<file path="src/common/galaksija_defs.svh">
`ifndef GALAKSIJA_DEFS_SVH
`define GALAKSIJA_DEFS_SVH

// memory sizes
`define GAL_ROM_AW 13
`define GAL_VRAM_AW 11
`define GAL_RAM0_AW 12
`define GAL_RAM_AW 14

// keyboard matrix size
`define GAL_KEYS 64

// 2 KiB page numbers inside the low 16 KiB
`define GAL_PAGE_KEY 5'd4
`define GAL_PAGE_VRAM 5'd5
`define GAL_PAGE_RAM0 5'd6

// 25 MHz / 100 Hz
`define GAL_INT_PERIOD 250000

`endif
</file>
<file path="src/hw/frame_int_timer.sv">
`include "galaksija_defs.svh"

module frame_int_timer #(
	parameter int unsigned int_period = `GAL_INT_PERIOD
) (
	input  logic sysclk,
	input  logic cpu_resetn,
	output logic int_n
);

	localparam int unsigned cnt_w = (int_period > 1) ? $clog2(int_period) : 1;
	localparam logic [cnt_w-1:0] cnt_last = cnt_w'(int_period - 1);

	logic [cnt_w-1:0] cnt; // cycles since last pulse

	always_ff @(posedge sysclk) begin
		if (!cpu_resetn) begin
			cnt   <= '0;
			int_n <= 1'b1;
		end else if (cnt == cnt_last) begin
			cnt   <= '0;   // wrap
			int_n <= 1'b0; // one cycle low
		end else begin
			cnt   <= cnt + 1'b1;
			int_n <= 1'b1;
		end
	end

endmodule

</file>
<file path="config.mk">
export PLATFORM = sky130hd
export DESIGN_NAME = frame_int_timer
export DESIGN_NICKNAME = d
export VERILOG_FILES = /design/src/hw/frame_int_timer.sv
export VERILOG_INCLUDE_DIRS = /design/src /design/src/common
export SDC_FILE = /design/constraint.sdc
export NUM_CORES = 1
export LEC_CHECK = 0
export BUFFER_PORTS_ARGS = -buffer_cell sky130_fd_sc_hd__buf_4
export CAP_MARGIN = 20
export CORE_MARGIN = 1
export CORE_UTILIZATION = 57
export CTS_CLUSTER_SIZE = 12
export DETAILED_ROUTE_END_ITERATION = 16
export PLACE_DENSITY = 0.8
export SLEW_MARGIN = 40
export SYNTH_ARGS = -nofsm -noshare
export SYNTH_HDL_FRONTEND = slang
export SYNTH_SLANG_ARGS = --single-unit
</file>
<file path="constraint.sdc">
create_clock -name sysclk -period 1.99 [get_ports sysclk]
set_input_delay 0.2985 -clock sysclk [delete_from_list [all_inputs] [get_ports sysclk]]
set_output_delay 0.2985 -clock sysclk [all_outputs]
set_load 0.02 [all_outputs]
</file>
==> results.md, run 1 <==
* Final cell count without fillers at 117
* Hold wc startpoint: cpu_resetn
* Reg2reg path depth at 6
* Vias in the first global route at 561
* # diodes at 0
* Worst-path clk slew at 0.10 ns
* Status: complete, no violations
* Clock buffer depth at 2
* Worst-skew pair later-pin latency at 0.30 ns
* Library cells used by synthesis at 23
* Sink Count at 19
* Hold EP: int_n
* Vias per inst at 5.68
* Post-layout min period at 1.73 ns
* RSZ-0062 raised after global routing: false
* Total vias in the final route at 665
* Drt drc at 0
* Setup Buffers After CTS at 0
* Reg2reg setup slack at 0.26 ns
* WL final at 1.43 mm
* Max Cap Viol at 0
* Total clock buffers created by CTS at 3
* Final #Nets at 106
* Grt peak-use layer: met2
* Min-Delay Path Class: in2reg
* Critical Path, Cell by Cell: ha_1 -> nand3_1 -> nor4_1 -> buf_4 -> nand4_1 -> a21oi_1
* Antenna violations before repair at 0
* DIE AREA at 1610 um2
* CTS resizes at 0
* Adder-Cell Fraction of Synth Area at 0.0151
* Reg2Reg Launch Point: cnt[0]
* Switch share at 0.222
* First-pass GRT wire length at 2.28 mm
* Post-Place Worst Slack at 0.273 ns
* Number of port buffers at 2
* Seq. cell area at 380 um2
* Static leakage at 0.299 nW
* Core area at 1330 um2
* Synth Instances at 94
* Synth Area in Simple Gates at 0.318
* Rows at 13
* Critical path fanouts, max at 5
* Hold Path Depth at 2
* Mux contribution to synthesized area at 0
* Max Slew Vio Count at 0
* R2r endpoint: cnt[16]
* Psw at 134 uW
* Main combinational cell family by area after synthesis: simple AND/OR/NAND/NOR gates
* Initial DRC Count at 10
* Ys Warns at 0
* Post-layout util at 0.681
* Fin crit share at 0.867
* Initial Util at 0.622
* CTS Root Cell: clkbuf_4
* GR Util met1 at 0.253
* CP startpoint kind: flip-flop
* Synth Area in XOR/XNOR at 0.137
* Share of layout cells above drive strength 1 at 0.127
* Fin area at 908 um2
* Worst-Margin Slew at 0.355 ns
* Die width at 40.2 um
* TritonCTS clock tree: yes
* Setup ws final at 0.265 ns
* Clock H-tree levels at 1
* Seq/Total Area, Yosys at 0.459
* Dpl cell area at 881 um2
* Placed Instances at 113
* Setup TNS at 0 ns
* Met3 Usage GRT at 0.117
* Slew Limit Headroom at 0.761
* Critical path capture point type: flip-flop
* Clock Skew at 0.00322 ns
* Maximum vdd drop at 0.347 mV
* Mapped cell area at 830 um2
* Complex-gate fraction of the synthesized area at 0.0468
* DRT Pass-1 Iters at 4
* Yosys reg bits at 19
* Die H at 40.2 um
* F_max at 0.580 GHz
* Total gr overflow at 0
* Gpl congestion at 0.855
* Area of the multi-input gates at 429 um2
* Ports at 3
* FILL cells at 110
* Int Pwr at 469 uW
* Synth Area per Inst at 8.82 um2
* Cts hold-fix bufs at 0
* Clk pwr share at 0.318
* Setup violators final at 0
* Post-route ant nets at 0
* Critical Path AT at 1.96 ns
* Crit path kind: reg2reg
* Worst path slowest cell: dfxtp_1
* Crit path required time at 2.23 ns
* Area growth, synth to finish at 9.50%
* GR Util met2 at 0.367
* Power Density at 664 nW/um2
* Overall Global Routing Usage at 0.230
* Comb power frac at 0.031
* Hold Fails Final Rpt at 0
* Per-cell routed wire length at 12.2 um
* Net Count, Synth at 97
* Largest net degree at the start of global routing at 12
* Seq pwr share at 0.651
* Worst path max stage delay at 0.43 ns
* Post-DP HPWL at 1.06 mm
## flip-flops by register name (all words and copies together), names as in the netlist
register  count
cnt          18
int_n         1
## metal layers
metal  share of wire  routed length [um]
met1            0.48                 684
met2            0.45                 643
met3           0.051                  73
met4           0.018                  26
met5               0                   0
## power groups by stage
stage	Sequential [mW]	Clock, mW	Combinational (mW)
6_report	0.393	0.191	0.0188
4_1_cts	0.393	0.199	0.0187
3_3_place_gp	0.401	0	0.0186
5_1_grt	0.394	0.215	0.0220
3_5_place_dp	0.401	0	0.0186
2_1_floorplan	0.401	0	0.0120
## kinds of logic after synthesis
kind of cell,count (synthesis)
buf+inv,5
simple gates,49
fa+ha+maj,1
compound gates,7
xor+xnor,13
flops,19
## worst max-delay path by stage
stage	endpoint	startpoint	slack, ns	depth (start not counted)
global placement	cnt[16]	cnt[0]	0.32	6
floorplan	cnt[16]	cnt[0]	0.35	5
global route	cnt[16]	cnt[0]	0.13	6
detailed placement	cnt[16]	cnt[0]	0.27	6
CTS	cnt[16]	cnt[0]	0.25	6
finish	cnt[16]	cnt[0]	0.26	6
## critical path: cells and delay by family (launching register included)
kind	cells	cell delay (ns)
AO/OA/AOI/OAI	1	0.15
AND/OR/NAND/NOR	3	0.67
adder cells (fa/ha/maj)	1	0.24
flip-flops	1	0.43
buffers and inverters	1	0.18
## synth_stat cells
| library cell | instances | share of area |
|---|---|---|
| inv_1 | 4 | 0.018 |
| o21ai_0 | 2 | 0.012 |
| ha_1 | 1 | 0.015 |
| nor4_1 | 5 | 0.038 |
| o21ai_1 | 1 | 0.0060 |
| a21oi_1 | 3 | 0.018 |
| buf_2 | 1 | 0.0060 |
| nand4_1 | 4 | 0.030 |
| nor3_1 | 2 | 0.012 |
| nor4bb_1 | 1 | 0.012 |
| a31o_2 | 1 | 0.011 |
| and2_1 | 1 | 0.0075 |
| or4_4 | 1 | 0.014 |
| nand4_4 | 1 | 0.026 |
| or3_1 | 2 | 0.015 |
| xor2_1 | 2 | 0.021 |
| xnor2_1 | 11 | 0.12 |
| dfxtp_1 | 19 | 0.46 |
| nand3_2 | 1 | 0.012 |
| nand3_1 | 6 | 0.036 |
| and3_1 | 1 | 0.0075 |
| nand2_1 | 4 | 0.018 |
| nor2_1 | 20 | 0.090 |
## metrics by stage
stage / power [mW] / hold slack (ns)
global route: 0.631 / 0.154
global placement: 0.420 / 0.480
floorplan: 0.413 / 0.360
CTS: 0.611 / 0.165
detailed placement: 0.420 / 0.485
finish: 0.603 / 0.169
## cell usage in the layout, fill, tap and decap left out, drive strengths merged, types with 2 or more instances in the layout
master	instances
nor4	5
buf	5
xnor2	11
nand4	5
nor3	2
clkbuf	3
nand2	4
a21oi	3
nor2	20
o21ai	3
nand3	7
inv	4
or3	2
dfxtp	19
xor2	2
## final cells by class
| cell class | instances | share of cell area |
|---|---|---|
| Clock buffer | 3 | 0.0248 |
| Clock inverter | 1 | 0.00551 |
| Inverter | 4 | 0.0165 |
| Multi-Input combinational cell | 70 | 0.472 |
| Sequential cell | 19 | 0.419 |
| Tap cell | 15 | 0.0207 |
| Timing Repair Buffer | 5 | 0.0413 |
Note: power is estimated with default switching activity, not from simulation.
==> inputs of run 2 (changes only) <==
Settings changed: PLACE_DENSITY 0.8 to 0.78.
==> results.md, run 2 (same netlist as run 1, synthesis figures left out) <==
* Gpl congestion at 0.947 (+11%)
* Min-Delay Path Class: in2reg
* Vias per inst at 5.43 (-4.5%)
* Clock Skew at 0.00583 ns (+0.00261 ns)
* FILL cells at 105 (-4.5%)
* Post-route ant nets at 0 (unchanged)
* Crit path kind: reg2reg
* Status: complete, no violations
* DRT Pass-1 Iters at 4 (unchanged)
* CP startpoint kind: flip-flop
* Sink Count at 19 (unchanged)
* Design Power at 603 uW (about the same)
* Cell family with most CP delay: simple AND/OR/NAND/NOR gates
* Total vias in the final route at 635 (-4.5%)
* Max Cap Viol at 0 (unchanged)
* Drt drc at 0 (unchanged)
* Max reg flops at 18 (unchanged)
* Crit path buf inv count at 0 (-1)
* Die width at 40.2 um (unchanged)
* Overall Global Routing Usage at 0.212 (-0.0181)
* Crit path required time at 2.23 ns (about the same)
* # diodes at 0 (unchanged)
* Area growth, synth to finish at 9.35%
* Critical Path AT at 1.94 ns (-0.02 ns)
* CTS Root Cell: clkbuf_4
* Clock buffer depth at 2 (unchanged)
* DIE AREA at 1610 um2 (unchanged)
* Vias in the first global route at 546 (-2.7%)
* Hold Fails Final Rpt at 0 (unchanged)
* Worst-skew pair later-pin latency at 0.30 ns (about the same)
* Initial Util at 0.622 (unchanged)
* Total gr overflow at 0 (unchanged)
* Core area at 1330 um2 (unchanged)
* Worst-path clk slew at 0.10 ns (about the same)
* Post-Place Worst Slack at 0.307 ns (+0.0344 ns)
* WL final at 1.39 mm (-2.7%)
* Setup ws final at 0.289 ns (+0.0241 ns)
* Most flops, register: cnt
* Maximum vdd drop at 0.422 mV (+22%)
* First-pass GRT wire length at 2.20 mm (-3.3%)
* Worst path slowest cell: or4_4
* CTS resizes at 0 (unchanged)
* Slew Limit Headroom at 0.764 (+0.00217)
* Critical Path, Cell by Cell: nand4_4 -> or4_4 -> or3_1 -> a21oi_1
* Commonest non-fill, non-tap cells in the layout: nor2_1, dfxtp_1, xnor2_1
* TritonCTS clock tree: yes
* Setup TNS at 0 ns (unchanged)
* Critical path capture point type: flip-flop
* Initial DRC Count at 16 (+6)
* Clock H-tree levels at 1 (unchanged)
* Die H at 40.2 um (unchanged)
* Commonest non-fill, non-tap cell in the layout: nor2_1
* Largest net degree at the start of global routing at 11 (-1)
* Max Slew Vio Count at 0 (unchanged)
* Fin crit share at 0.855 (-0.0121)
* Largest regs: cnt (18), int_n (1)
* Post-layout min period at 1.70 ns (-0.0241 ns)
* Power Density at 664 nW/um2 (+0.10%)
* Static leakage at 0.296 nW (-0.91%)
* Total clock buffers created by CTS at 3 (unchanged)
* Worst-Margin Slew at 0.351 ns (-0.00322 ns)
* Setup Buffers After CTS at 0 (unchanged)
* Rows at 13 (unchanged)
* Post-DP HPWL at 1.01 mm (-5.3%)
* RSZ-0062 raised after global routing: false
* F_max at 0.588 GHz (+1.4%)
* Per-cell routed wire length at 11.9 um (-2.7%)
* Critical path fanouts, max at 6 (+1)
* Share of layout cells above drive strength 1 at 0.118 (-0.00980)
* Ports at 3 (unchanged)
* Number of port buffers at 2 (unchanged)
* Cts hold-fix bufs at 0 (unchanged)
* Reg2reg setup slack at 0.29 ns (+0.02 ns)
* Antenna violations before repair at 0 (unchanged)
* Worst path max stage delay at 0.57 ns (+0.14 ns)
* Setup violators final at 0 (unchanged)
* Final #Nets at 106 (unchanged)
-- run 2: final timing paths --
check        startpoint       to  cells past startpoint
max              cnt[2]  cnt[15]                      4
min          cpu_resetn    int_n                      2
max reg2reg      cnt[2]  cnt[15]                      4
min reg2reg      cnt[0]   cnt[0]                      1
-- run 2: metrics by stage --
step / util / hold WS [ns] / cell area (um2) / std cells
2_1_floorplan: - / 0.360 / 830 / 94
3_3_place_gp: 0.660 / 0.480 / 881 / 113
3_5_place_dp: 0.660 / 0.488 / 881 / 113
4_1_cts: 0.680 / 0.167 / 907 / 117
5_1_grt: 0.680 / 0.178 / 907 / 117
6_report: 0.680 / 0.180 / 907 / 117
-- run 2: area by class of cell --
class                   instances  area (um2)  share of cell area
clock buffers                   4        26.3              0.0290
inverters                       4        15.0              0.0166
multi-input cells              70         429               0.473
well taps                      15        18.8              0.0207
flip-flops and latches         19         380               0.419
repair buffers                  5        37.5              0.0414
-- run 2: routing by layer --
layer  global-route usage  wire length (um)  part of all wire  vias up
met5                    0                 0                 0        -
met4                0.129                34             0.024        0
li1                     -                 -                 -      343
met3               0.0333                39             0.028        4
met1                0.254               718              0.52      276
met2                0.351               596              0.43       12
-- run 2: where the power goes --
group | total [mW] | internal (mW) | leakage, nW | switching, mW
combinational | 0.0188 | 0.00857 | 0.127 | 0.0103
sequential | 0.392 | 0.385 | 0.154 | 0.00717
clock | 0.191 | 0.0781 | 0.0150 | 0.113
total | 0.603 | 0.472 | 0.296 | 0.131
-- run 2: worst register-to-register path, delay by kind of cell (launching register included) --
| family | cells | cell delay [ns] |
|---|---|---|
| and+or+nand+nor | 3 | 1.06 |
| DFF | 1 | 0.45 |
| AOI/OAI and AO/OA | 1 | 0.14 |
