==> src/common/galaksija_defs.svh <==
`ifndef GALAKSIJA_DEFS_SVH
`define GALAKSIJA_DEFS_SVH

// memory sizes
`define GAL_ROM_AW 13
`define GAL_VRAM_AW 11
`define GAL_RAM0_AW 12
`define GAL_RAM_AW 14

// keyboard matrix size
`define GAL_KEYS 64

// 2 KiB page numbers inside the low 16 KiB
`define GAL_PAGE_KEY 5'd4
`define GAL_PAGE_VRAM 5'd5
`define GAL_PAGE_RAM0 5'd6

// 25 MHz / 100 Hz
`define GAL_INT_PERIOD 250000

`endif
==> src/common/galaksija_pkg.sv <==
package galaksija_pkg;

	typedef struct packed {
		logic [4:0]  page;   // 2 KiB page, rom/key/vram/ram0 below 0x4000
		logic [10:0] offset; // byte inside the page
	} io_view_t;

	typedef struct packed {
		logic [1:0]  bank;   // 16 KiB bank
		logic [13:0] offset; // byte inside the bank
	} ram_view_t;

	// one cpu address, decoded either by page or by bank
	typedef union packed {
		logic [15:0] raw;
		io_view_t    io_view;
		ram_view_t   ram_view;
	} bus_addr_u;

	typedef struct packed {
		logic       toggle;   // flips once per event
		logic       pressed;  // make = 1, break = 0
		logic       extended; // e0 prefix seen
		logic [7:0] code;     // set 2 scan code
	} ps2_event_t;

	typedef enum logic [2:0] {
		REG_ROM,  // 0x0000-0x1fff, external
		REG_KEY,  // 0x2000-0x27ff, keys read, latch write
		REG_VRAM, // 0x2800-0x2fff
		REG_RAM0, // 0x3000-0x3fff
		REG_RAM1, // 0x4000-0x7fff
		REG_RAM2, // 0x8000-0xbfff
		REG_NONE  // 0xc000-0xffff, unpopulated
	} mem_region_e;

	typedef struct packed {
		bus_addr_u   addr;
		logic [7:0]  wdata;
		mem_region_e region;
	} bus_req_t;

endpackage

==> src/hw/bus_cycle_ctrl.sv <==
module bus_cycle_ctrl import galaksija_pkg::*; (
	input  logic        sysclk,
	input  logic        cpu_resetn,
	input  bus_addr_u   addr,
	input  logic [7:0]  wdata,
	input  logic        mreq_n,
	input  logic        rd_n,
	input  logic        wr_n,
	input  mem_region_e region,
	output bus_req_t    req,
	output logic        rd_en,
	output logic        wr_en
);

	typedef enum logic [1:0] {
		IDLE,     // waiting for strobes
		ACCESS,   // enable high this cycle
		DATA,     // read data on rdata
		WAIT_END  // until mreq_n rises
	} state_e;

	state_e state;
	logic   start;

	// memory cycle with exactly one of rd/wr active
	assign start = !mreq_n && (rd_n ^ wr_n);

	always_ff @(posedge sysclk) begin
		if (state == IDLE && start) begin
			req <= '{addr: addr, wdata: wdata, region: region}; // snapshot of the cycle
		end
	end

	always_ff @(posedge sysclk) begin
		if (!cpu_resetn) begin
			state <= IDLE;
			rd_en <= 1'b0;
			wr_en <= 1'b0;
		end else begin
			rd_en <= 1'b0; // enables last one cycle
			wr_en <= 1'b0;
			case (state)
				IDLE: begin
					if (start) begin
						rd_en <= !rd_n;
						wr_en <= !wr_n && region != REG_ROM; // rom is read only
						state <= ACCESS;
					end
				end
				ACCESS:   state <= DATA;
				DATA:     state <= WAIT_END;
				WAIT_END: if (mreq_n) state <= IDLE; // strobes released
				default:  state <= IDLE;
			endcase
		end
	end

endmodule

==> config.mk <==
export PLATFORM = sky130hd
export DESIGN_NAME = bus_cycle_ctrl
export DESIGN_NICKNAME = d
export VERILOG_FILES = /design/src/common/galaksija_defs.svh /design/src/common/galaksija_pkg.sv /design/src/hw/bus_cycle_ctrl.sv
export SDC_FILE = /design/constraint.sdc
export NUM_CORES = 1
export LEC_CHECK = 0
export BUFFER_PORTS_ARGS = -buffer_cell sky130_fd_sc_hd__buf_2
export CAP_MARGIN = 10
export CORE_ASPECT_RATIO = 0.8
export CORE_MARGIN = 10
export CORE_UTILIZATION = 44
export CTS_BUF_LIST = sky130_fd_sc_hd__clkbuf_4 sky130_fd_sc_hd__clkbuf_8
export CTS_CLUSTER_SIZE = 28
export DETAILED_ROUTE_END_ITERATION = 7
export HOLD_SLACK_MARGIN = 0.1
export MAX_ROUTING_LAYER = met4
export PLACE_DENSITY = 0.81
export SLEW_MARGIN = 20
export SYNTH_ARGS = -nofsm -noshare
export SYNTH_HDL_FRONTEND = slang
export SYNTH_SLANG_ARGS = --single-unit
==> constraint.sdc <==
create_clock -name sysclk -period 4.2 [get_ports sysclk]
set_input_delay 0.42 -clock sysclk [delete_from_list [all_inputs] [get_ports sysclk]]
set_output_delay 0.42 -clock sysclk [all_outputs]
set_load 0.02 [all_outputs]
==> results of run 1 <==
-- kinds of logic (layout without fill, tap and decap cells) --
kind of cell	count (synthesis)	count (layout)	synth area share (%)
xor+xnor	1	1	0.846
compound gates	3	3	2.78
fa+ha+maj	3	3	3.62
simple gates	9	9	5.07
flops	31	31	86.0
buf+inv	2	70	0.725
mux	1	1	0.966
-- worst max-delay path, stage by stage (launching register included) --
cell     delay [ns]
dfxtp_1        0.34
inv_1          0.08
ha_1           0.23
nor3b_2        0.18
buf_4          0.34
-- area by class of cell --
cell class                      instances  share of cell area [%]
Sequential cell                        31                    62.5
Inverter                                2                   0.526
Clock buffer                            5                    2.63
Timing Repair Buffer                   61                    21.6
Clock inverter                          2                   0.614
Tap cell                               25                    2.19
Multi-Input combinational cell         17                    10.0
-- registers in the layout, indices dropped and copies added (netlist names) --
register / cells
rd_en: 1
req: 27
state: 2
wr_en: 1
-- layout by cell type (no fill, tap or decap) --
cell,count
buf_2,60
nor3_1,2
nor2b_1,1
nand2_1,2
o21a_1,1
clkinv_1,1
inv_1,2
dfxtp_1,4
nor2_1,1
mux2i_1,1
buf_4,1
clkinv_2,1
xnor2_1,1
ha_1,3
edfxtp_1,27
or2_2,1
o22ai_2,1
clkbuf_4,5
nand4bb_1,1
o31a_1,1
nor3b_2,1
-- metrics by stage --
step           worst slack (ns)  hold WS, ns  utilization (%)  cells  cell area, um2
5_1_grt                    2.55        0.253             65.0    143            1430
4_1_cts                    2.69        0.257             65.0    143            1430
3_3_place_gp               2.67        0.476             62.8    136            1380
2_1_floorplan              1.11        0.468                -     50            1040
3_5_place_dp               2.64        0.503             62.8    136            1380
6_report                   2.69        0.275             65.0    143            1430
-- power groups by stage --
stage | Clock (uW) | Combinational (uW) | Sequential [uW]
detailed placement | 0 | 177 | 412
floorplan | 0 | 65.1 | 458
global placement | 0 | 170 | 409
CTS | 153 | 178 | 405
global route | 165 | 191 | 411
finish | 146 | 175 | 405
-- worst min-delay path by stage --
stage | from | end | slack (ns) | cells after the start
global route | addr[11] | req[22]$_DFFE_PP_ | 0.25 | 1
floorplan | state[1]$_SDFFE_PN0P_ | state[1]$_SDFFE_PN0P_ | 0.47 | 2
detailed placement | state[0]$_SDFFE_PN0P_ | state[0]$_SDFFE_PN0P_ | 0.50 | 1
finish | addr[3] | req[14]$_DFFE_PP_ | 0.27 | 1
CTS | wdata[0] | req[3]$_DFFE_PP_ | 0.26 | 1
global placement | state[0]$_SDFFE_PN0P_ | state[0]$_SDFFE_PN0P_ | 0.48 | 1
-- per-layer routing --
layer,track usage [%],share of wire [%],vias to the layer above
li1,-,-,324
met1,10.7,41,304
met2,15.2,43,48
met3,5.95,16,2
met4,4.11,0.65,0
met5,-,0,-
==> impl_metrics.yaml, run 1 <==
outcome:
  status: "finished clean"
synthesis:
  syn-cell-area_um2: 1040
  synth-edff-count: 27
  syn_avg_cell_area_um2: 20.7
  ys_top_cells_by_count: "edfxtp_1 (27), dfxtp_1 (4), ha_1 (3)"
  syn_inst: 50
  yosysWarnings: 0
  synth_fp_nets: 85
  yosysUniqueCellTypes: 16
  synth.most_common_cell: "edfxtp_1"
  async_flop_share_pct: 0
  ys_seq_area_share_pct: 86.0
  synth_top_area_cell: "edfxtp_1"
  netlist.area_leader.share_pct: 78.3
  yosys_register_bits: 31
  synth_ff_type: "edfxtp_1"
  yosys-top-cells-area: "edfxtp_1 (78%), dfxtp_1 (7.7%), ha_1 (3.6%)"
floorplan:
  core_um2: 2200
  fp.dieArea_um2: 4710
  num_io_pins: 61
  rows: 15
  die_h_um: 63.4
  start_util_pct: 47.2
  fp.dieW_um: 74.3
placed_design:
  dp_hpwl_um: 1890
  gp_congestion: 0.673
  port_buffers: 60
sta:
  drv_slew: 0
  slew_headroom_pct: 77.6
  tns_ns: 0
  finalCriticalPeriod_ns: 1.51
  finalSetupViolations: 0
  finalCritPeriodShare_pct: 35.9
  rsz0062_at_grt: "no"
  fin_skew_ns: 0.00267
  max_freq_mhz: 663
  hold_violations: 0
  worstMarginPinSlew_ns: 0.334
clocking:
  htree_levels: 2
  cts_sinks: 31
  cts_hold_buf: 0
  cts_tree: "done"
  ctsResizeCount: 0
  cts_buffers: 5
  path_clk_slew_ns: 0.09
  insertion_delay_ns: 0.31
  cts_buffer_depth: 2
  cts-root-buf: "clkbuf_4"
  cts_setup_buffers: 0
drt:
  viasPerCell: 4.74
  antenna_left: 0
  routed_wl_um: 2320
  dr.pass1.iters: 4
  wl_per_cell_um: 16.2
  vias: 678
  first_iter_violations: 12
  drc_errors: 0
critical_path:
  crit_type: "register to register"
  r2r_setup_slack_ns: 2.69
  cp-endpoint: "req[2]$_DFFE_PP_"
  end_kind: "register"
  cp.required_ns: 4.19
  reg2reg_depth: 4
  reg2reg_to: "req[2]$_DFFE_PP_"
  worstPathArrival_ns: 1.49
  cp_max_fo: 27
  critPathLaunchType: "register"
  r2r_start: "state[0]$_SDFFE_PN0P_"
  crit_start: "state[0]$_SDFFE_PN0P_"
power:
  comb_power_share_pct: 24.1
  p_sw_share_pct: 29.1
  p_leak_uw: 0.000617
  total_power_uw: 726
  ir_drop_mv: 0.334
  p_seq_share_pct: 55.8
  switchingPower_uw: 212
  p_clk_share_pct: 20.1
  cellInternalPower_uw: 514
  cellPowerDensity_nw_per_um2: 509
grt:
  antenna_found_initial: 0
  grt_first_pass_wirelength_um: 3530
  grt_overflow_total: 0
  grt_usage_pct: 10.2
  grt_max_degree: 28
  grt_pass1_vias: 714
layout:
  regArea_um2: 891
  drive_above_1_share_pct: 59.3
  insertedDiodeCount: 0
  num-fill-cells: 171
  nNetsFinal: 153
  multi_input_area_um2: 143
  layout-area-overhead-vs-synth_pct: 37.7
worst_hold_path:
  hold_path_class: "input pin to register"
job:
  maxCapViolCount: 0
No activity file was read; power rests on OpenSTA's default activity.
==> inputs of run 2 (changes only) <==
--- a/config.mk
+++ b/config.mk
@@ -9,13 +9,13 @@
 export CAP_MARGIN = 10
 export CORE_ASPECT_RATIO = 0.8
 export CORE_MARGIN = 10
-export CORE_UTILIZATION = 44
+export CORE_UTILIZATION = 40
 export CTS_BUF_LIST = sky130_fd_sc_hd__clkbuf_4 sky130_fd_sc_hd__clkbuf_8
 export CTS_CLUSTER_SIZE = 28
 export DETAILED_ROUTE_END_ITERATION = 7
 export HOLD_SLACK_MARGIN = 0.1
 export MAX_ROUTING_LAYER = met4
-export PLACE_DENSITY = 0.81
+export PLACE_DENSITY = 0.77
 export SLEW_MARGIN = 20
 export SYNTH_ARGS = -nofsm -noshare
 export SYNTH_HDL_FRONTEND = slang
==> constraint.sdc (replaced) <==
create_clock -name sysclk -period 1.35 [get_ports sysclk]
set_input_delay 0.135 -clock sysclk [delete_from_list [all_inputs] [get_ports sysclk]]
set_output_delay 0.135 -clock sysclk [all_outputs]
set_load 0.02 [all_outputs]
==> run 2 against run 1 <==
Count of clock-buffer cells in the layout stayed put; sequential share of layout area is 12 points lower; non-clock buffer count is 30 higher; largest cell class unchanged; global-route usage is 3.1 points higher; routed wire length is 34% higher; register-to-register slack worse by 2.6 ns; clock skew is 0.0074 ns higher; critical path depth stayed put; maximum frequency is 16% higher; highest routed layer unchanged; cell area is 24% higher; worst setup slack worse by 2.6 ns.
==> impl_metrics.yaml, run 2 (synthesized netlist as in run 1, its figures left out) <==
grt:
  grt_max_degree: 28
  grt_usage_pct: 13.2
  grt_first_pass_wirelength_um: 4940
  grt_overflow_total: 0
  grt_pass1_vias: 904
  antenna_found_initial: 0
power:
  cellPowerDensity_nw_per_um2: 1370
  p_leak_uw: 0.000750
  ir_drop_mv: 0.783
clocking:
  insertion_delay_ns: 0.32
  cts_tree: "done"
  path_clk_slew_ns: 0.09
  cts_buffer_depth: 2
  htree_levels: 2
  cts-root-buf: "clkbuf_4"
  cts_buffers: 5
  cts_sinks: 31
floorplan:
  fp.dieW_um: 76.9
  start_util_pct: 42.1
  num_io_pins: 61
  die_h_um: 65.5
  core_um2: 2460
  fp.dieArea_um2: 5040
  rows: 16
sta:
  worstMarginPinSlew_ns: 0.438
  rsz0062_at_grt: "no"
  hold_violations: 0
  finalCriticalPeriod_ns: 1.30
  finalSetupViolations: 0
  fin_skew_ns: 0.0100
  slew_headroom_pct: 70.6
  tns_ns: 0
  max_freq_mhz: 769
  finalCritPeriodShare_pct: 96.4
  drv_slew: 0
critical_path:
  cp.buffers_inverters: 2
  crit_family: "flip-flops"
  path_cells: "inv_2 > ha_4 > nor3b_4 > buf_12"
  worstPathArrival_ns: 1.32
  worst_path_largest_cell_delay_ns: 0.35
  crit_type: "register to register"
  cp.required_ns: 1.37
  crit_path_top_delay_cell: "dfxtp_2"
  critPathLaunchType: "register"
  cp_max_fo: 27
  end_kind: "register"
drt:
  vias: 814
  wl_per_cell_um: 16.9
  routed_wl_um: 3110
  viasPerCell: 4.42
  drc_errors: 0
  dr.pass1.iters: 4
  first_iter_violations: 61
  antenna_left: 0
placed_design:
  dp_cells: 147
  gp_congestion: 0.668
  port_buffers: 60
  dp_hpwl_um: 2000
worst_hold_path:
  hold_path_class: "input pin to register"
layout:
  layoutNonFillerInstCount: 184
  multi_input_area_um2: 161
  regArea_um2: 893
  layout.cells.most_common: "buf_2"
  drive_above_1_share_pct: 50.7
  largest_reg_flops: 27
  layout-area-overhead-vs-synth_pct: 71.3
  top_regs: "req (27), state (2)"
  max_flop_register: "req"
  final_cell_mix: "buf_2 (60), dlygate4sd3_1 (30), edfxtp_1 (27)"
  nNetsFinal: 183
  num-fill-cells: 166
  insertedDiodeCount: 0
job:
  maxCapViolCount: 0
outcome:
  status: "finished clean"
run 2: changes by cell type in the layout (fill, tap and decap cells not counted):
cell / before / now
dlygate4sd3_1: 0 / 30
dfxtp_1: 4 / 2
dfxtp_2: 0 / 2
inv_1: 2 / 0
inv_2: 0 / 2
buf_12: 0 / 1
buf_4: 1 / 0
ha_1: 3 / 2
ha_4: 0 / 1
nor3b_2: 1 / 0
nor3b_4: 0 / 1
run 2: report_power, final:
group          internal, uW  leakage (uW)  switching, uW  total, uW
logic                   321      0.000437            374        695
registers              1220      0.000284           55.1       1270
clock network           184     0.0000285            286        470
run 2: metal layers:
metal	share of wire [%]	global-route usage, %	up-vias	wire length (um)
li1	-	-	383	-
met1	42	14.2	378	1310
met2	47	21.8	48	1460
met3	9.9	6.25	5	308
met4	0.93	3.47	0	29
met5	0	-	-	0
run 2: metrics by stage:
step | hold slack (ns) | total power [uW] | area [um2] | setup WS [ns] | utilization (%)
6_report | 0.183 | 2440 | 1770 | 0.0489 | 72.1
5_1_grt | 0.188 | 2570 | 1770 | 0.00545 | 72.1
3_5_place_dp | 0.313 | 1920 | 1430 | 0.0615 | 57.9
3_3_place_gp | 0.312 | 1880 | 1430 | 0.104 | 57.9
4_1_cts | 0.162 | 2450 | 1770 | 0.0374 | 72.0
2_1_floorplan | 0.207 | 1680 | 1060 | -0.344 | -
run 2: layout make-up:
cell class                 count  share of cell area [%]
tap                           36                    2.54
timing repair buffer          91                    35.0
clock buffer                   5                    2.12
multi-input combinational     17                    9.10
inverter                       2                   0.423
sequential                    31                    50.4
clock inverter                 2                   0.494
run 2: worst paths after layout:
check                           to                   from  slack (ns)  cells past startpoint
max              req[21]$_DFFE_PP_  state[1]$_SDFFE_PN0P_        0.05                      4
max reg2reg      req[21]$_DFFE_PP_  state[1]$_SDFFE_PN0P_        0.05                      4
min reg2reg  state[1]$_SDFFE_PN0P_  state[1]$_SDFFE_PN0P_        0.50                      2
min               rd_en$_SDFF_PN0_                 mreq_n        0.18                      3
run 2: worst reg2reg max path, cell delays in order (launching register included):
cell     delay [ns]
dfxtp_2        0.35
inv_2          0.07
ha_4           0.15
nor3b_4        0.22
buf_12         0.21
run 2: timing repair:
item	4_1_cts	5_1_grt
setup buffers	0	0
gates resized for setup	0	1
endpoints found under the hold margin	30	0
hold buffers	30	0
setup endpoints to repair	0	15
