### config.mk
export PLATFORM = sky130hd
export DESIGN_NAME = key_matrix
export DESIGN_NICKNAME = d
export VERILOG_FILES = /design/src/common/galaksija_pkg.sv /design/src/keyboard/key_matrix.sv
export VERILOG_INCLUDE_DIRS = /design/src /design/src/common
export SDC_FILE = /design/constraint.sdc
export NUM_CORES = 1
export LEC_CHECK = 0
export ABC_CLOCK_PERIOD_IN_PS = 4600
export BUFFER_PORTS_ARGS = -buffer_cell sky130_fd_sc_hd__buf_2
export CORE_MARGIN = 10
export CORE_UTILIZATION = 40
export DETAILED_ROUTE_END_ITERATION = 10
export PLACE_DENSITY = 0.59
export SLEW_MARGIN = 20
export SYNTH_ARGS = -nofsm -noshare
export SYNTH_HDL_FRONTEND = slang
export SYNTH_SLANG_ARGS = --single-unit
### constraint.sdc
create_clock -name sysclk -period 4.6 [get_ports sysclk]
set_clock_uncertainty 0.2 [all_clocks]
set_input_delay 0.92 -clock sysclk [delete_from_list [all_inputs] [get_ports sysclk]]
set_output_delay 0.92 -clock sysclk [all_outputs]
set_load 0.02 [all_outputs]
### src/common/galaksija_defs.svh
`ifndef GALAKSIJA_DEFS_SVH
`define GALAKSIJA_DEFS_SVH

// memory sizes
`define GAL_ROM_AW 13
`define GAL_VRAM_AW 11
`define GAL_RAM0_AW 12
`define GAL_RAM_AW 14

// keyboard matrix size
`define GAL_KEYS 64

// 2 KiB page numbers inside the low 16 KiB
`define GAL_PAGE_KEY 5'd4
`define GAL_PAGE_VRAM 5'd5
`define GAL_PAGE_RAM0 5'd6

// 25 MHz / 100 Hz
`define GAL_INT_PERIOD 250000

`endif
### src/common/galaksija_pkg.sv
package galaksija_pkg;

	typedef struct packed {
		logic [4:0]  page;   // 2 KiB page, rom/key/vram/ram0 below 0x4000
		logic [10:0] offset; // byte inside the page
	} io_view_t;

	typedef struct packed {
		logic [1:0]  bank;   // 16 KiB bank
		logic [13:0] offset; // byte inside the bank
	} ram_view_t;

	// one cpu address, decoded either by page or by bank
	typedef union packed {
		logic [15:0] raw;
		io_view_t    io_view;
		ram_view_t   ram_view;
	} bus_addr_u;

	typedef struct packed {
		logic       toggle;   // flips once per event
		logic       pressed;  // make = 1, break = 0
		logic       extended; // e0 prefix seen
		logic [7:0] code;     // set 2 scan code
	} ps2_event_t;

	typedef enum logic [2:0] {
		REG_ROM,  // 0x0000-0x1fff, external
		REG_KEY,  // 0x2000-0x27ff, keys read, latch write
		REG_VRAM, // 0x2800-0x2fff
		REG_RAM0, // 0x3000-0x3fff
		REG_RAM1, // 0x4000-0x7fff
		REG_RAM2, // 0x8000-0xbfff
		REG_NONE  // 0xc000-0xffff, unpopulated
	} mem_region_e;

	typedef struct packed {
		bus_addr_u   addr;
		logic [7:0]  wdata;
		mem_region_e region;
	} bus_req_t;

endpackage

### src/keyboard/key_matrix.sv
`include "galaksija_defs.svh"

module key_matrix import galaksija_pkg::*; (
	input  logic                 sysclk,
	input  logic                 cpu_resetn,
	input  ps2_event_t           ps2_key,
	output logic [`GAL_KEYS-1:0] key_state
);

	localparam int key_iw = $clog2(`GAL_KEYS);

	logic              toggle_q; // last seen toggle
	logic [key_iw-1:0] ev_idx;   // 0 means no key

	// scan code to galaksija key index
	function automatic logic [key_iw-1:0] key_index(input logic [7:0] code);
		logic [key_iw-1:0] idx;
		case (code)
			8'h1c: idx = 6'd1;  // a
			8'h32: idx = 6'd2;
			8'h21: idx = 6'd3;
			8'h23: idx = 6'd4;
			8'h24: idx = 6'd5;
			8'h2b: idx = 6'd6;
			8'h34: idx = 6'd7;
			8'h33: idx = 6'd8;
			8'h43: idx = 6'd9;
			8'h3b: idx = 6'd10;
			8'h42: idx = 6'd11;
			8'h4b: idx = 6'd12;
			8'h3a: idx = 6'd13;
			8'h31: idx = 6'd14;
			8'h44: idx = 6'd15;
			8'h4d: idx = 6'd16;
			8'h15: idx = 6'd17;
			8'h2d: idx = 6'd18;
			8'h1b: idx = 6'd19;
			8'h2c: idx = 6'd20;
			8'h3c: idx = 6'd21;
			8'h2a: idx = 6'd22;
			8'h1d: idx = 6'd23;
			8'h22: idx = 6'd24;
			8'h35: idx = 6'd25;
			8'h1a: idx = 6'd26; // z
			8'h66: idx = 6'd29; // backspace
			8'h29: idx = 6'd31; // space
			8'h45, 8'h70: idx = 6'd32; // 0, main row and keypad
			8'h16, 8'h69: idx = 6'd33;
			8'h1e, 8'h72: idx = 6'd34;
			8'h26, 8'h7a: idx = 6'd35;
			8'h25, 8'h6b: idx = 6'd36;
			8'h2e, 8'h73: idx = 6'd37;
			8'h36, 8'h74: idx = 6'd38;
			8'h3d, 8'h6c: idx = 6'd39;
			8'h3e, 8'h75: idx = 6'd40;
			8'h46, 8'h7d: idx = 6'd41; // 9
			8'h4c: idx = 6'd42; // ;
			8'h7c: idx = 6'd43; // keypad * stands in for :
			8'h41: idx = 6'd44; // ,
			8'h55: idx = 6'd45; // =
			8'h49: idx = 6'd46; // .
			8'h4a: idx = 6'd47; // /
			8'h5a: idx = 6'd48; // enter
			8'h76: idx = 6'd49; // esc
			8'h12, 8'h59: idx = 6'd53; // left and right shift
			default: idx = '0;
		endcase
		return idx;
	endfunction

	always_comb begin
		if (ps2_key.extended) begin
			// only keypad enter and keypad slash among e0 codes
			ev_idx = (ps2_key.code == 8'h5a || ps2_key.code == 8'h4a) ?
				key_index(ps2_key.code) : '0;
		end else begin
			ev_idx = key_index(ps2_key.code);
		end
	end

	always_ff @(posedge sysclk) begin
		if (!cpu_resetn) begin
			toggle_q  <= ps2_key.toggle; // no event out of reset
			key_state <= '0;
		end else begin
			toggle_q <= ps2_key.toggle;
			if (toggle_q != ps2_key.toggle && ev_idx != '0) begin
				key_state[ev_idx] <= ps2_key.pressed; // make sets, break clears
			end
		end
	end

endmodule

==> out/metrics.csv, run 1 <==
metric,value,unit
outcome,finished clean,
Final Cycle Share,0.849,
Reg2Reg Setup Slack,2.59,ns
grt ovf,0,
core footprint,0.0102,mm²
largest net degree at the start of global routing,65,
"Req. time, crit path",4.60,ns
cell chain of the critical path,"buf_2, inv_1, ha_1, nand3b_1, o31a_1, buf_4, a31oi_1, o311a_1, nand2_4, o311ai_0, o41ai_1",
ANT nets after route,0,
worst setup margin,0.694,ns
HP Start,key_state[0]$_SDFFE_PN0P_,
# setup viols final,0,
Total GRT Usage,0.155,
P_sw,0.383,mW
leakage power,1.79,nW
post-synthesis mux area share,0.0394,
placed cell areas,0.00444,mm²
syn avg cell area,9.80,µm²
XOR/XNOR share of the synthesized area,0.00637,
Die X,122,µm
layout cell share with drive strength beyond 1,0.327,
Via Count,3795,
H-tree depth,3,
crit path capture type,flop,
number of global-route vias before repair,3543,
num rows,37,
CP max stage cell,ha_1,
Netlist cell types,69,
fin nets,480,
critical path type,input port to flop,
post_cts resized,0,
Post-CTS Hold Buffers,0,
RSZ-0062 raised after global routing,no,
TritonRoute pass-1 iters,5,
Fillers,1020,
CP top delay family,compound AO/OA/AOI/OAI gates,
dominant synthesized flop cell,dfxtp_1,
Sequential Area,0.00130,mm²
Clock Power Share,0.409,
pre-CTS setup slack,0.321,ns
clock latency on the worst-skew pair,0.34,ns
top-area cell type share of the netlist area,0.315,
Area Overhead vs Synth,13.0,%
post-synth top area cell,dfxtp_1,
cts bufs inserted,9,
endpoints failing hold,0,
largest family of logic cells by synthesized area,compound AO/OA/AOI/OAI gates,
sequential share of power,0.430,
number of synthesized register bits,65,
Worst-path clk slew,0.08,ns
clock sinks,65,
Die Y,122,µm
Max Clk Rate,256,MHz
WP depth,11,
YS warnings,0,
Detailed Route Iter0 Violations,240,
reg-to-reg endpoint,key_state[12]$_SDFFE_PN0P_,
number of remaining DRC errors,0,
Post-Synthesis Cells,421,
initial antenna violation count,0,
Synth Area in Simple Gates,0.117,
CP max stage delay,0.49,ns
post-synthesis sequential area ratio,0.315,
RePlAce Congestion,0.938,
initial cell density of the core,0.405,
post-synthesis compound-gate area fraction,0.401,
"Endpoint, Worst Hold",key_state[0]$_SDFFE_PN0P_,
DIE AREA,0.0148,mm²
first-pass GRT wire length,19200,µm
Worst Hold Class,flop to flop,
area of the multi-input gates,0.00244,mm²
Slew HR,0.283,
"Buf+Inv Stages, Crit Path",3,
design area,0.00466,mm²
R2R cell count,7,
Gate power share,0.161,
DPL Wire Length,7750,µm
Async SR Flop Fraction,0,
root buffer cell,clkbuf_8,
Max rail drop VDD,0.166,mV
antenna cells,0,
vias per cell,6.31,
Routed wire per std cell,19.8,µm
WHS Path Cells,1,
adder-cell share of the synthesized area,0.0212,
reg2reg start,toggle_q$_DFF_P_,
Slew @ Worst Pin,1.08,ns
# IOs,77,
power density over cell area,282,mW/mm²
crit start category,input port,
# Max-Cap Violations,0,
I/O Buffers,76,
WL final,11900,µm
most area-consuming cells after synthesis,"dfxtp_1, o41ai_1, o311ai_1",
cell area after synthesis,0.00413,mm²
arrival time worst endpoint,3.91,ns
CTS Buffer Depth,2,
number of flops mapped to enable cells by yosys,0,
CTS tree,built,
crit-path max FO,27,
Slew Limit Fails,0,
setup TNS,0,ns
Int Pwr,0.931,mW
syn nets,441,
fin crit period,3.91,ns
switch share,0.292,
Post-CTS Setup Bufs,0,
layer usage:
layer | vias up | wire (µm) | share of wire | global-route usage
li1 | 1819 | - | - | -
met1 | 1831 | 5380 | 0.45 | 0.207
met4 | 0 | 212 | 0.018 | 0.0618
met2 | 130 | 5530 | 0.46 | 0.240
met5 | - | 0 | 0 | 0
met3 | 15 | 794 | 0.067 | 0.0338
how the worst max path moves through the flow:
stage                          start                    endpoint
after floorplan           ps2_key[1]  key_state[50]$_SDFFE_PN0P_
after global placement    ps2_key[0]  key_state[14]$_SDFFE_PN0P_
after detailed placement  ps2_key[0]  key_state[23]$_SDFFE_PN0P_
after CTS                 ps2_key[0]  key_state[23]$_SDFFE_PN0P_
after global routing      ps2_key[0]  key_state[12]$_SDFFE_PN0P_
final                     ps2_key[0]  key_state[12]$_SDFFE_PN0P_
synthesized netlist by cell type (2+ instances only):
cell,count
nor2b_1,8
a21oi_1,11
o21ai_1,2
clkbuf_1,31
dfxtp_1,65
nor3_1,5
a211o_1,6
inv_1,4
nand2b_1,12
nand4_1,2
o21bai_1,3
o211ai_1,5
nand3b_1,5
nand3_1,3
buf_6,13
o311ai_1,35
o41ai_2,7
a211oi_1,3
buf_4,2
o31ai_1,2
xnor2_1,2
buf_2,18
o41ai_1,51
nand2_1,21
a31o_2,2
ha_1,7
o21ai_0,3
and2_1,5
or3_1,2
o311ai_0,15
a221oi_2,2
mux2i_1,8
a21boi_0,2
o311ai_2,9
a41o_1,2
or2_2,2
mux2_2,3
a31oi_1,5
inv_2,2
nor2_1,5
and3_1,3
power groups by stage:
stage / clock, mW / combinational [mW] / sequential, mW
global route: 0.575 / 0.231 / 0.566
floorplan: 0 / 0.169 / 0.580
CTS: 0.551 / 0.208 / 0.565
finish: 0.537 / 0.211 / 0.565
detailed placement: 0 / 0.207 / 0.579
global placement: 0 / 0.205 / 0.579
through the flow:
step,cells,total power [mW],hold WS [ns],utilization
5_1_grt,601,1.37,0.281,0.458
3_3_place_gp,585,0.784,0.240,0.436
4_1_cts,601,1.32,0.265,0.457
2_1_floorplan,421,0.750,0.333,-
3_5_place_dp,585,0.786,0.243,0.436
6_report,601,1.31,0.261,0.458
cell usage in the layout (no fill, tap or decap), types with 3 or more instances in the layout:
cell type  instances
a21oi_1           11
mux2i_1            8
and3_1             3
a211oi_1           3
a31oi_1            5
o21ai_0            3
o311ai_1          35
buf_4             18
buf_2             76
mux2_2             3
o41ai_1           51
a211o_1            6
nor2_1             5
nand2b_1          12
o41ai_2            7
inv_1              4
nor2b_1            8
and2_1             5
nor3_1             5
o211ai_1           5
ha_1               7
nand3_1            3
o311ai_2           9
dfxtp_1           65
nand3b_1           5
o311ai_0          15
clkbuf_8           9
nand2_1           20
registers in the layout, indices dropped and copies added, names as in the netlist:
register   count
key_state     64
toggle_q       1
kinds of logic after synthesis:
| kind of cell | after synthesis |
|---|---|
| AO/OA/AOI/OAI | 179 |
| XOR/XNOR | 3 |
| adder cells (fa/ha/maj) | 7 |
| buffers and inverters | 72 |
| flip-flops | 65 |
| multiplexers | 13 |
| AND/OR/NAND/NOR | 82 |
area by class of cell:
type	count	area share
clock inverter	7	0.0204
multi-input combinational	284	0.522
sequential	65	0.279
inverter	6	0.00483
tap	136	0.0365
timing repair buffer	94	0.111
clock buffer	9	0.0266
Note: power is estimated with default switching activity, not from simulation.
==> inputs of run 2 (changes only) <==
- ABC_CLOCK_PERIOD_IN_PS: 4600 -> 3740
- clock period: 4.6 -> 3.74 ns (I/O delays scaled with it)
==> run 2 against run 1 <==
  * Critical path type unchanged
  * Non-clock buffer count grew 11
  * Count of clock-buffer cells in the layout is the same
  * Worst setup slack lost 0.37 ns
==> out/metrics.csv, run 2 (same netlist as run 1, synthesis figures left out) <==
metric,value,unit,change
Total GRT Usage,0.155,,about the same
Largest regs,"key_state: 64 flops, toggle_q: 1 flops",,unchanged
WL final,11800,µm,"was 11,900 µm"
Worst Hold Class,flop to flop,,unchanged
Via Count,3879,,"was 3,795"
core footprint,0.0102,mm²,unchanged
ANT nets after route,0,,unchanged
first-pass GRT wire length,19200,µm,about the same
CTS tree,built,,unchanged
RePlAce Congestion,0.940,,was 0.938
Slew Limit Fails,0,,unchanged
# setup viols final,0,,unchanged
critical path type,input port to flop,,unchanged
num rows,37,,unchanged
initial antenna violation count,0,,unchanged
TritonRoute pass-1 iters,5,,unchanged
"commonest non-fill, non-tap cell in the layout",buf_2,,unchanged
setup TNS,0,ns,unchanged
arrival time worst endpoint,3.42,ns,was 3.91 ns
Die X,122,µm,unchanged
Worst-path clk slew,0.08,ns,about the same
Routed wire per std cell,19.2,µm,was 19.8 µm
I/O Buffers,76,,unchanged
crit path capture type,flop,,unchanged
number of remaining DRC errors,0,,unchanged
RSZ-0062 raised after global routing,no,,unchanged
Area Overhead vs Synth,16.3,%,was 13.0%
Largest register FFs,64,,unchanged
Max rail drop VDD,0.132,mV,was 0.166 mV
total power,1.58,mW,was 1.31 mW
crit start category,input port,,unchanged
most frequent cells in the layout,"buf_2, dfxtp_1, o41ai_1, o311ai_1, buf_4",,"was buf_2, dfxtp_1, o41ai_1, o311ai_1, nand2_1"
Slew @ Worst Pin,0.692,ns,was 1.08 ns
Die Y,122,µm,unchanged
Slew HR,0.539,,was 0.283
endpoints failing hold,0,,unchanged
"Req. time, crit path",3.74,ns,was 4.60 ns
fin crit period,3.42,ns,
initial cell density of the core,0.405,,unchanged
design area,0.00480,mm²,was 0.00466 mm²
post_cts resized,0,,unchanged
Biggest register,key_state,,unchanged
Post-CTS Setup Bufs,0,,unchanged
# Max-Cap Violations,0,,unchanged
outcome,finished clean,,unchanged
antenna cells,0,,unchanged
Post-CTS Hold Buffers,0,,unchanged
Max Clk Rate,292,MHz,
CTS Buffer Depth,2,,unchanged
layout cell share with drive strength beyond 1,0.342,,was 0.327
crit-path max FO,22,,was 27
# IOs,77,,unchanged
placed cell areas,0.00460,mm²,was 0.00444 mm²
root buffer cell,clkbuf_8,,unchanged
power density over cell area,329,mW/mm²,was 282 mW/mm²
number of global-route vias before repair,3619,,"was 3,543"
fin nets,491,,was 480
Final Cycle Share,0.914,,
clock latency on the worst-skew pair,0.34,ns,about the same
Detailed Route Iter0 Violations,429,,was 240
leakage power,1.87,nW,was 1.79 nW
largest net degree at the start of global routing,65,,unchanged
H-tree depth,3,,unchanged
cts bufs inserted,9,,unchanged
DPL Wire Length,7870,µm,was 7750 µm
clock sinks,65,,unchanged
vias per cell,6.34,,was 6.31
grt ovf,0,,unchanged
DIE AREA,0.0148,mm²,unchanged
==> run 2: changes by cell type in the layout (fill, tap and decap cells not counted), sizes merged <==
cell,previous run,this run
buf,94,105
inv,6,8
bufinv,2,1
clkinv,4,3
==> run 2: area by class of cell <==
| class | instances | area [µm²] |
|---|---|---|
| fillers | 1004 | 5390 |
| repair buffers | 105 | 673 |
| flip-flops and latches | 65 | 1300 |
| well taps | 136 | 170 |
| multi-input cells | 284 | 2430 |
| clock inverters | 7 | 77.6 |
| inverters | 6 | 22.5 |
| clock buffers | 9 | 124 |
==> run 2: metal layers <==
layer  vias up  global-route usage  wire length [µm]
li1       1851                   -                 -
met1      1870               0.210              5350
met2       150               0.240              5520
met3         8              0.0333               783
met4         0              0.0507               107
met5         -                   0                 0
==> run 2: per-stage QoR <==
| stage | worst slack (ns) | cells | util | hold WS, ns |
|---|---|---|---|---|
| after floorplan | 0.310 | 421 | - | 0.333 |
| after global placement | 0.0786 | 596 | 0.451 | 0.242 |
| after detailed placement | 0.00576 | 596 | 0.451 | 0.248 |
| after CTS | 0.345 | 612 | 0.471 | 0.263 |
| after global routing | 0.137 | 612 | 0.471 | 0.279 |
| final | 0.320 | 612 | 0.471 | 0.257 |
==> run 2: worst max-delay path, cell delays in order <==
cell	delay, ns
buf_2	0.10
inv_1	0.10
ha_1	0.36
nand3b_1	0.14
o31a_1	0.43
a31oi_1	0.35
o311a_1	0.31
nand2_1	0.12
buf_4	0.23
o311ai_0	0.38
o41ai_1	0.13
==> run 2: path summary, 6_finish.rpt <==
path / start / to / slack [ns] / cells after the start
worst max register to register: toggle_q$_DFF_P_ / key_state[29]$_SDFFE_PN0P_ / 1.75 / 7
worst min-delay path: key_state[5]$_SDFFE_PN0P_ / key_state[5]$_SDFFE_PN0P_ / 0.26 / 2
worst max-delay path: ps2_key[0] / key_state[14]$_SDFFE_PN0P_ / 0.32 / 11
worst min register to register: key_state[5]$_SDFFE_PN0P_ / key_state[5]$_SDFFE_PN0P_ / 0.26 / 2
==> run 2: where the power goes <==
group	switching [mW]	total [mW]	internal (mW)
clock	0.295	0.609	0.313
sequential	0.00132	0.695	0.694
combinational	0.186	0.277	0.0907
total	0.483	1.58	1.10
==> inputs of run 3 (changes only) <==
- ABC_AREA: not set -> 1
- PLACE_DENSITY: 0.59 -> 0.58
==> run 3 against run 2 <==
  * Final cell count increased by 59%
  * Area after synthesis rose by 10%
  * Worst hold slack worse by 0.035 ns
  * Total power rose by 15%
  * Cell area increased by 9.8%
  * Count of clock-buffer cells in the layout is 3 higher
==> out/metrics.csv, run 3 <==
metric,value,unit,change
outcome,finished clean,,unchanged
"Req. time, crit path",3.81,ns,was 3.74 ns
cell area after synthesis,0.00456,mm²,was 0.00413 mm²
layout cell share with drive strength beyond 1,0.170,,was 0.342
I/O Buffers,76,,unchanged
antenna cells,0,,unchanged
largest net degree at the start of global routing,75,,was 65
Total GRT Usage,0.168,,was 0.155
DPL Wire Length,10000,µm,was 7870 µm
cell chain of the critical path,"buf_2, inv_1, ha_1, nand3_1, o21ai_1, nand2_1, nor2_1, nand2_1, nor2_4, nand3_1, nor2_1, nand3_1, nand2_1, inv_1, nor2_1",,"was buf_2, inv_1, ha_1, nand3b_1, o31a_1, a31oi_1, o311a_1, nand2_1, buf_4, o311ai_0, o41ai_1"
post-synth top area cell,dfxtp_1,,unchanged
CP max stage delay,0.35,ns,was 0.43 ns
Post-Synthesis Cells,771,,was 421
top-area cell type share of the netlist area,0.286,,was 0.315
CTS tree,built,,unchanged
syn avg cell area,5.91,µm²,was 9.80 µm²
Largest register FFs,64,,unchanged
Netlist cell types,31,,was 69
arrival time worst endpoint,3.23,ns,was 3.42 ns
syn nets,791,,was 441
fin nets,848,,was 491
Worst Hold Class,flop to flop,,unchanged
commonest cells in the synthesized netlist,"nand2_1, nor2_1, inv_1",,"was dfxtp_1, o41ai_1, o311ai_1"
Largest regs,"key_state: 64 flops, toggle_q: 1 flops",,unchanged
clock latency on the worst-skew pair,0.33,ns,was 0.34 ns
Final Cycle Share,0.846,,was 0.914
Routed wire per std cell,14.1,µm,was 19.2 µm
DIE AREA,0.0161,mm²,was 0.0148 mm²
# Max-Cap Violations,0,,unchanged
first-pass GRT wire length,22400,µm,"was 19,200 µm"
Detailed Route Iter0 Violations,458,,was 429
leakage power,2.63,nW,was 1.87 nW
number of remaining DRC errors,0,,unchanged
core footprint,0.0110,mm²,was 0.0102 mm²
clock sinks,65,,unchanged
Post-CTS Hold Buffers,0,,unchanged
Die Y,127,µm,was 122 µm
dominant synthesized flop cell,dfxtp_1,,unchanged
# IOs,77,,unchanged
Max Clk Rate,316,MHz,was 292 MHz
Slew Limit Fails,0,,unchanged
number of synthesized register bits,65,,unchanged
initial cell density of the core,0.415,,was 0.405
YS warnings,0,,unchanged
Worst-path clk slew,0.06,ns,was 0.08 ns
number of flops mapped to enable cells by yosys,0,,unchanged
Slew @ Worst Pin,0.926,ns,was 0.692 ns
most common cell in the netlist,nand2_1,,was dfxtp_1
RePlAce Congestion,0.908,,was 0.940
Slew HR,0.383,,was 0.539
# setup viols final,0,,unchanged
ANT nets after route,0,,unchanged
setup TNS,0,ns,unchanged
H-tree depth,3,,unchanged
"commonest non-fill, non-tap cell in the layout",nand2_1,,was buf_2
crit-path max FO,9,,was 22
root buffer cell,clkbuf_16,,was clkbuf_8
Min Hold Slack,0.221,ns,was 0.257 ns
TritonRoute pass-1 iters,5,,unchanged
RSZ-0062 raised after global routing,no,,unchanged
number of global-route vias before repair,4432,,"was 3,619"
Die X,127,µm,was 122 µm
grt ovf,0,,unchanged
CP max stage cell,nand3_1,,was o31a_1
most frequent cells in the layout,"nand2_1, nor2_1, inv_1, nand3_1, buf_2",,"was buf_2, dfxtp_1, o41ai_1, o311ai_1, buf_4"
WL final,13700,µm,"was 11,800 µm"
power density over cell area,345,mW/mm²,was 329 mW/mm²
vias per cell,4.91,,was 6.34
CTS Buffer Depth,2,,unchanged
most area-consuming cells after synthesis,"dfxtp_1, nand2_1, nor2_1",,"was dfxtp_1, o41ai_1, o311ai_1"
Via Count,4779,,"was 3,879"
num rows,38,,was 37
Area Overhead vs Synth,15.6,%,was 16.3%
initial antenna violation count,0,,unchanged
critical path type,input port to flop,,unchanged
endpoints failing hold,0,,unchanged
crit path capture type,flop,,unchanged
Post-CTS Setup Bufs,0,,unchanged
post-synthesis sequential area ratio,0.286,,was 0.315
crit start category,input port,,unchanged
post_cts resized,0,,unchanged
Async SR Flop Fraction,0,,unchanged
Biggest register,key_state,,unchanged
cts bufs inserted,9,,unchanged
fin crit period,3.17,ns,was 3.42 ns
Max rail drop VDD,0.333,mV,was 0.132 mV
run 3: cell count changes in the layout (fill, tap and decap cells not counted), moves of 35 or more:
cell and delta:
nand3_1 +94, nor2_1 +158, o41ai_1 -51, nand2_1 +163
o311ai_1 -35, inv_1 +94
run 3: worst paths after layout:
path	start	end	slack, ns	cells past startpoint
max reg2reg	toggle_q$_DFF_P_	key_state[18]$_SDFFE_PN0P_	1.66	6
min	key_state[59]$_SDFFE_PN0P_	key_state[59]$_SDFFE_PN0P_	0.22	2
min reg2reg	key_state[59]$_SDFFE_PN0P_	key_state[59]$_SDFFE_PN0P_	0.22	2
max	ps2_key[0]	key_state[29]$_SDFFE_PN0P_	0.57	15
run 3: power breakdown:
part | switching, mW | internal [mW] | total, mW
Combinational | 0.238 | 0.0864 | 0.324
Sequential | 0.00265 | 0.696 | 0.699
Clock | 0.325 | 0.467 | 0.792
Total | 0.565 | 1.25 | 1.82
run 3: layout make-up:
class | count | area [µm²]
Inverter | 108 | 408
Tap cell | 140 | 175
Clock buffer | 12 | 246
Sequential cell | 65 | 1300
Multi-Input combinational cell | 557 | 2620
Timing Repair Buffer | 87 | 488
Fill cell | 1159 | 5720
Clock inverter | 4 | 28.8
run 3: metrics by stage:
stage	power (mW)	cell area [µm²]	util	instances	worst slack (ns)
floorplan	0.975	4560	-	771	0.906
global placement	1.04	4990	0.454	957	0.263
detailed placement	1.04	4990	0.454	957	0.224
CTS	1.83	5270	0.479	973	0.564
global route	1.90	5270	0.479	973	0.269
finish	1.82	5270	0.479	973	0.575
run 3: worst max-delay path: cells and delay by family:
kind	cells	cell delay, ns
adders and majority gates	1	0.29
and+or+nand+nor	10	1.70
AOI/OAI and AO/OA	1	0.15
buffers and inverters	3	0.32
run 3: layer usage:
layer / track usage / part of all wire / vias to the layer above
met5: 0 / 0 / -
met4: 0.0449 / 0.011 / 0
met3: 0.0483 / 0.058 / 15
met2: 0.264 / 0.46 / 120
met1: 0.219 / 0.47 / 2129
li1: - / - / 2515
run 3: cells by family after synthesis:
logic type	after synthesis	synth area share
simple gates	516	0.510
buf+inv	149	0.144
compound gates	33	0.0393
xor+xnor	1	0.00192
fa+ha+maj	7	0.0192
flops	65	0.286
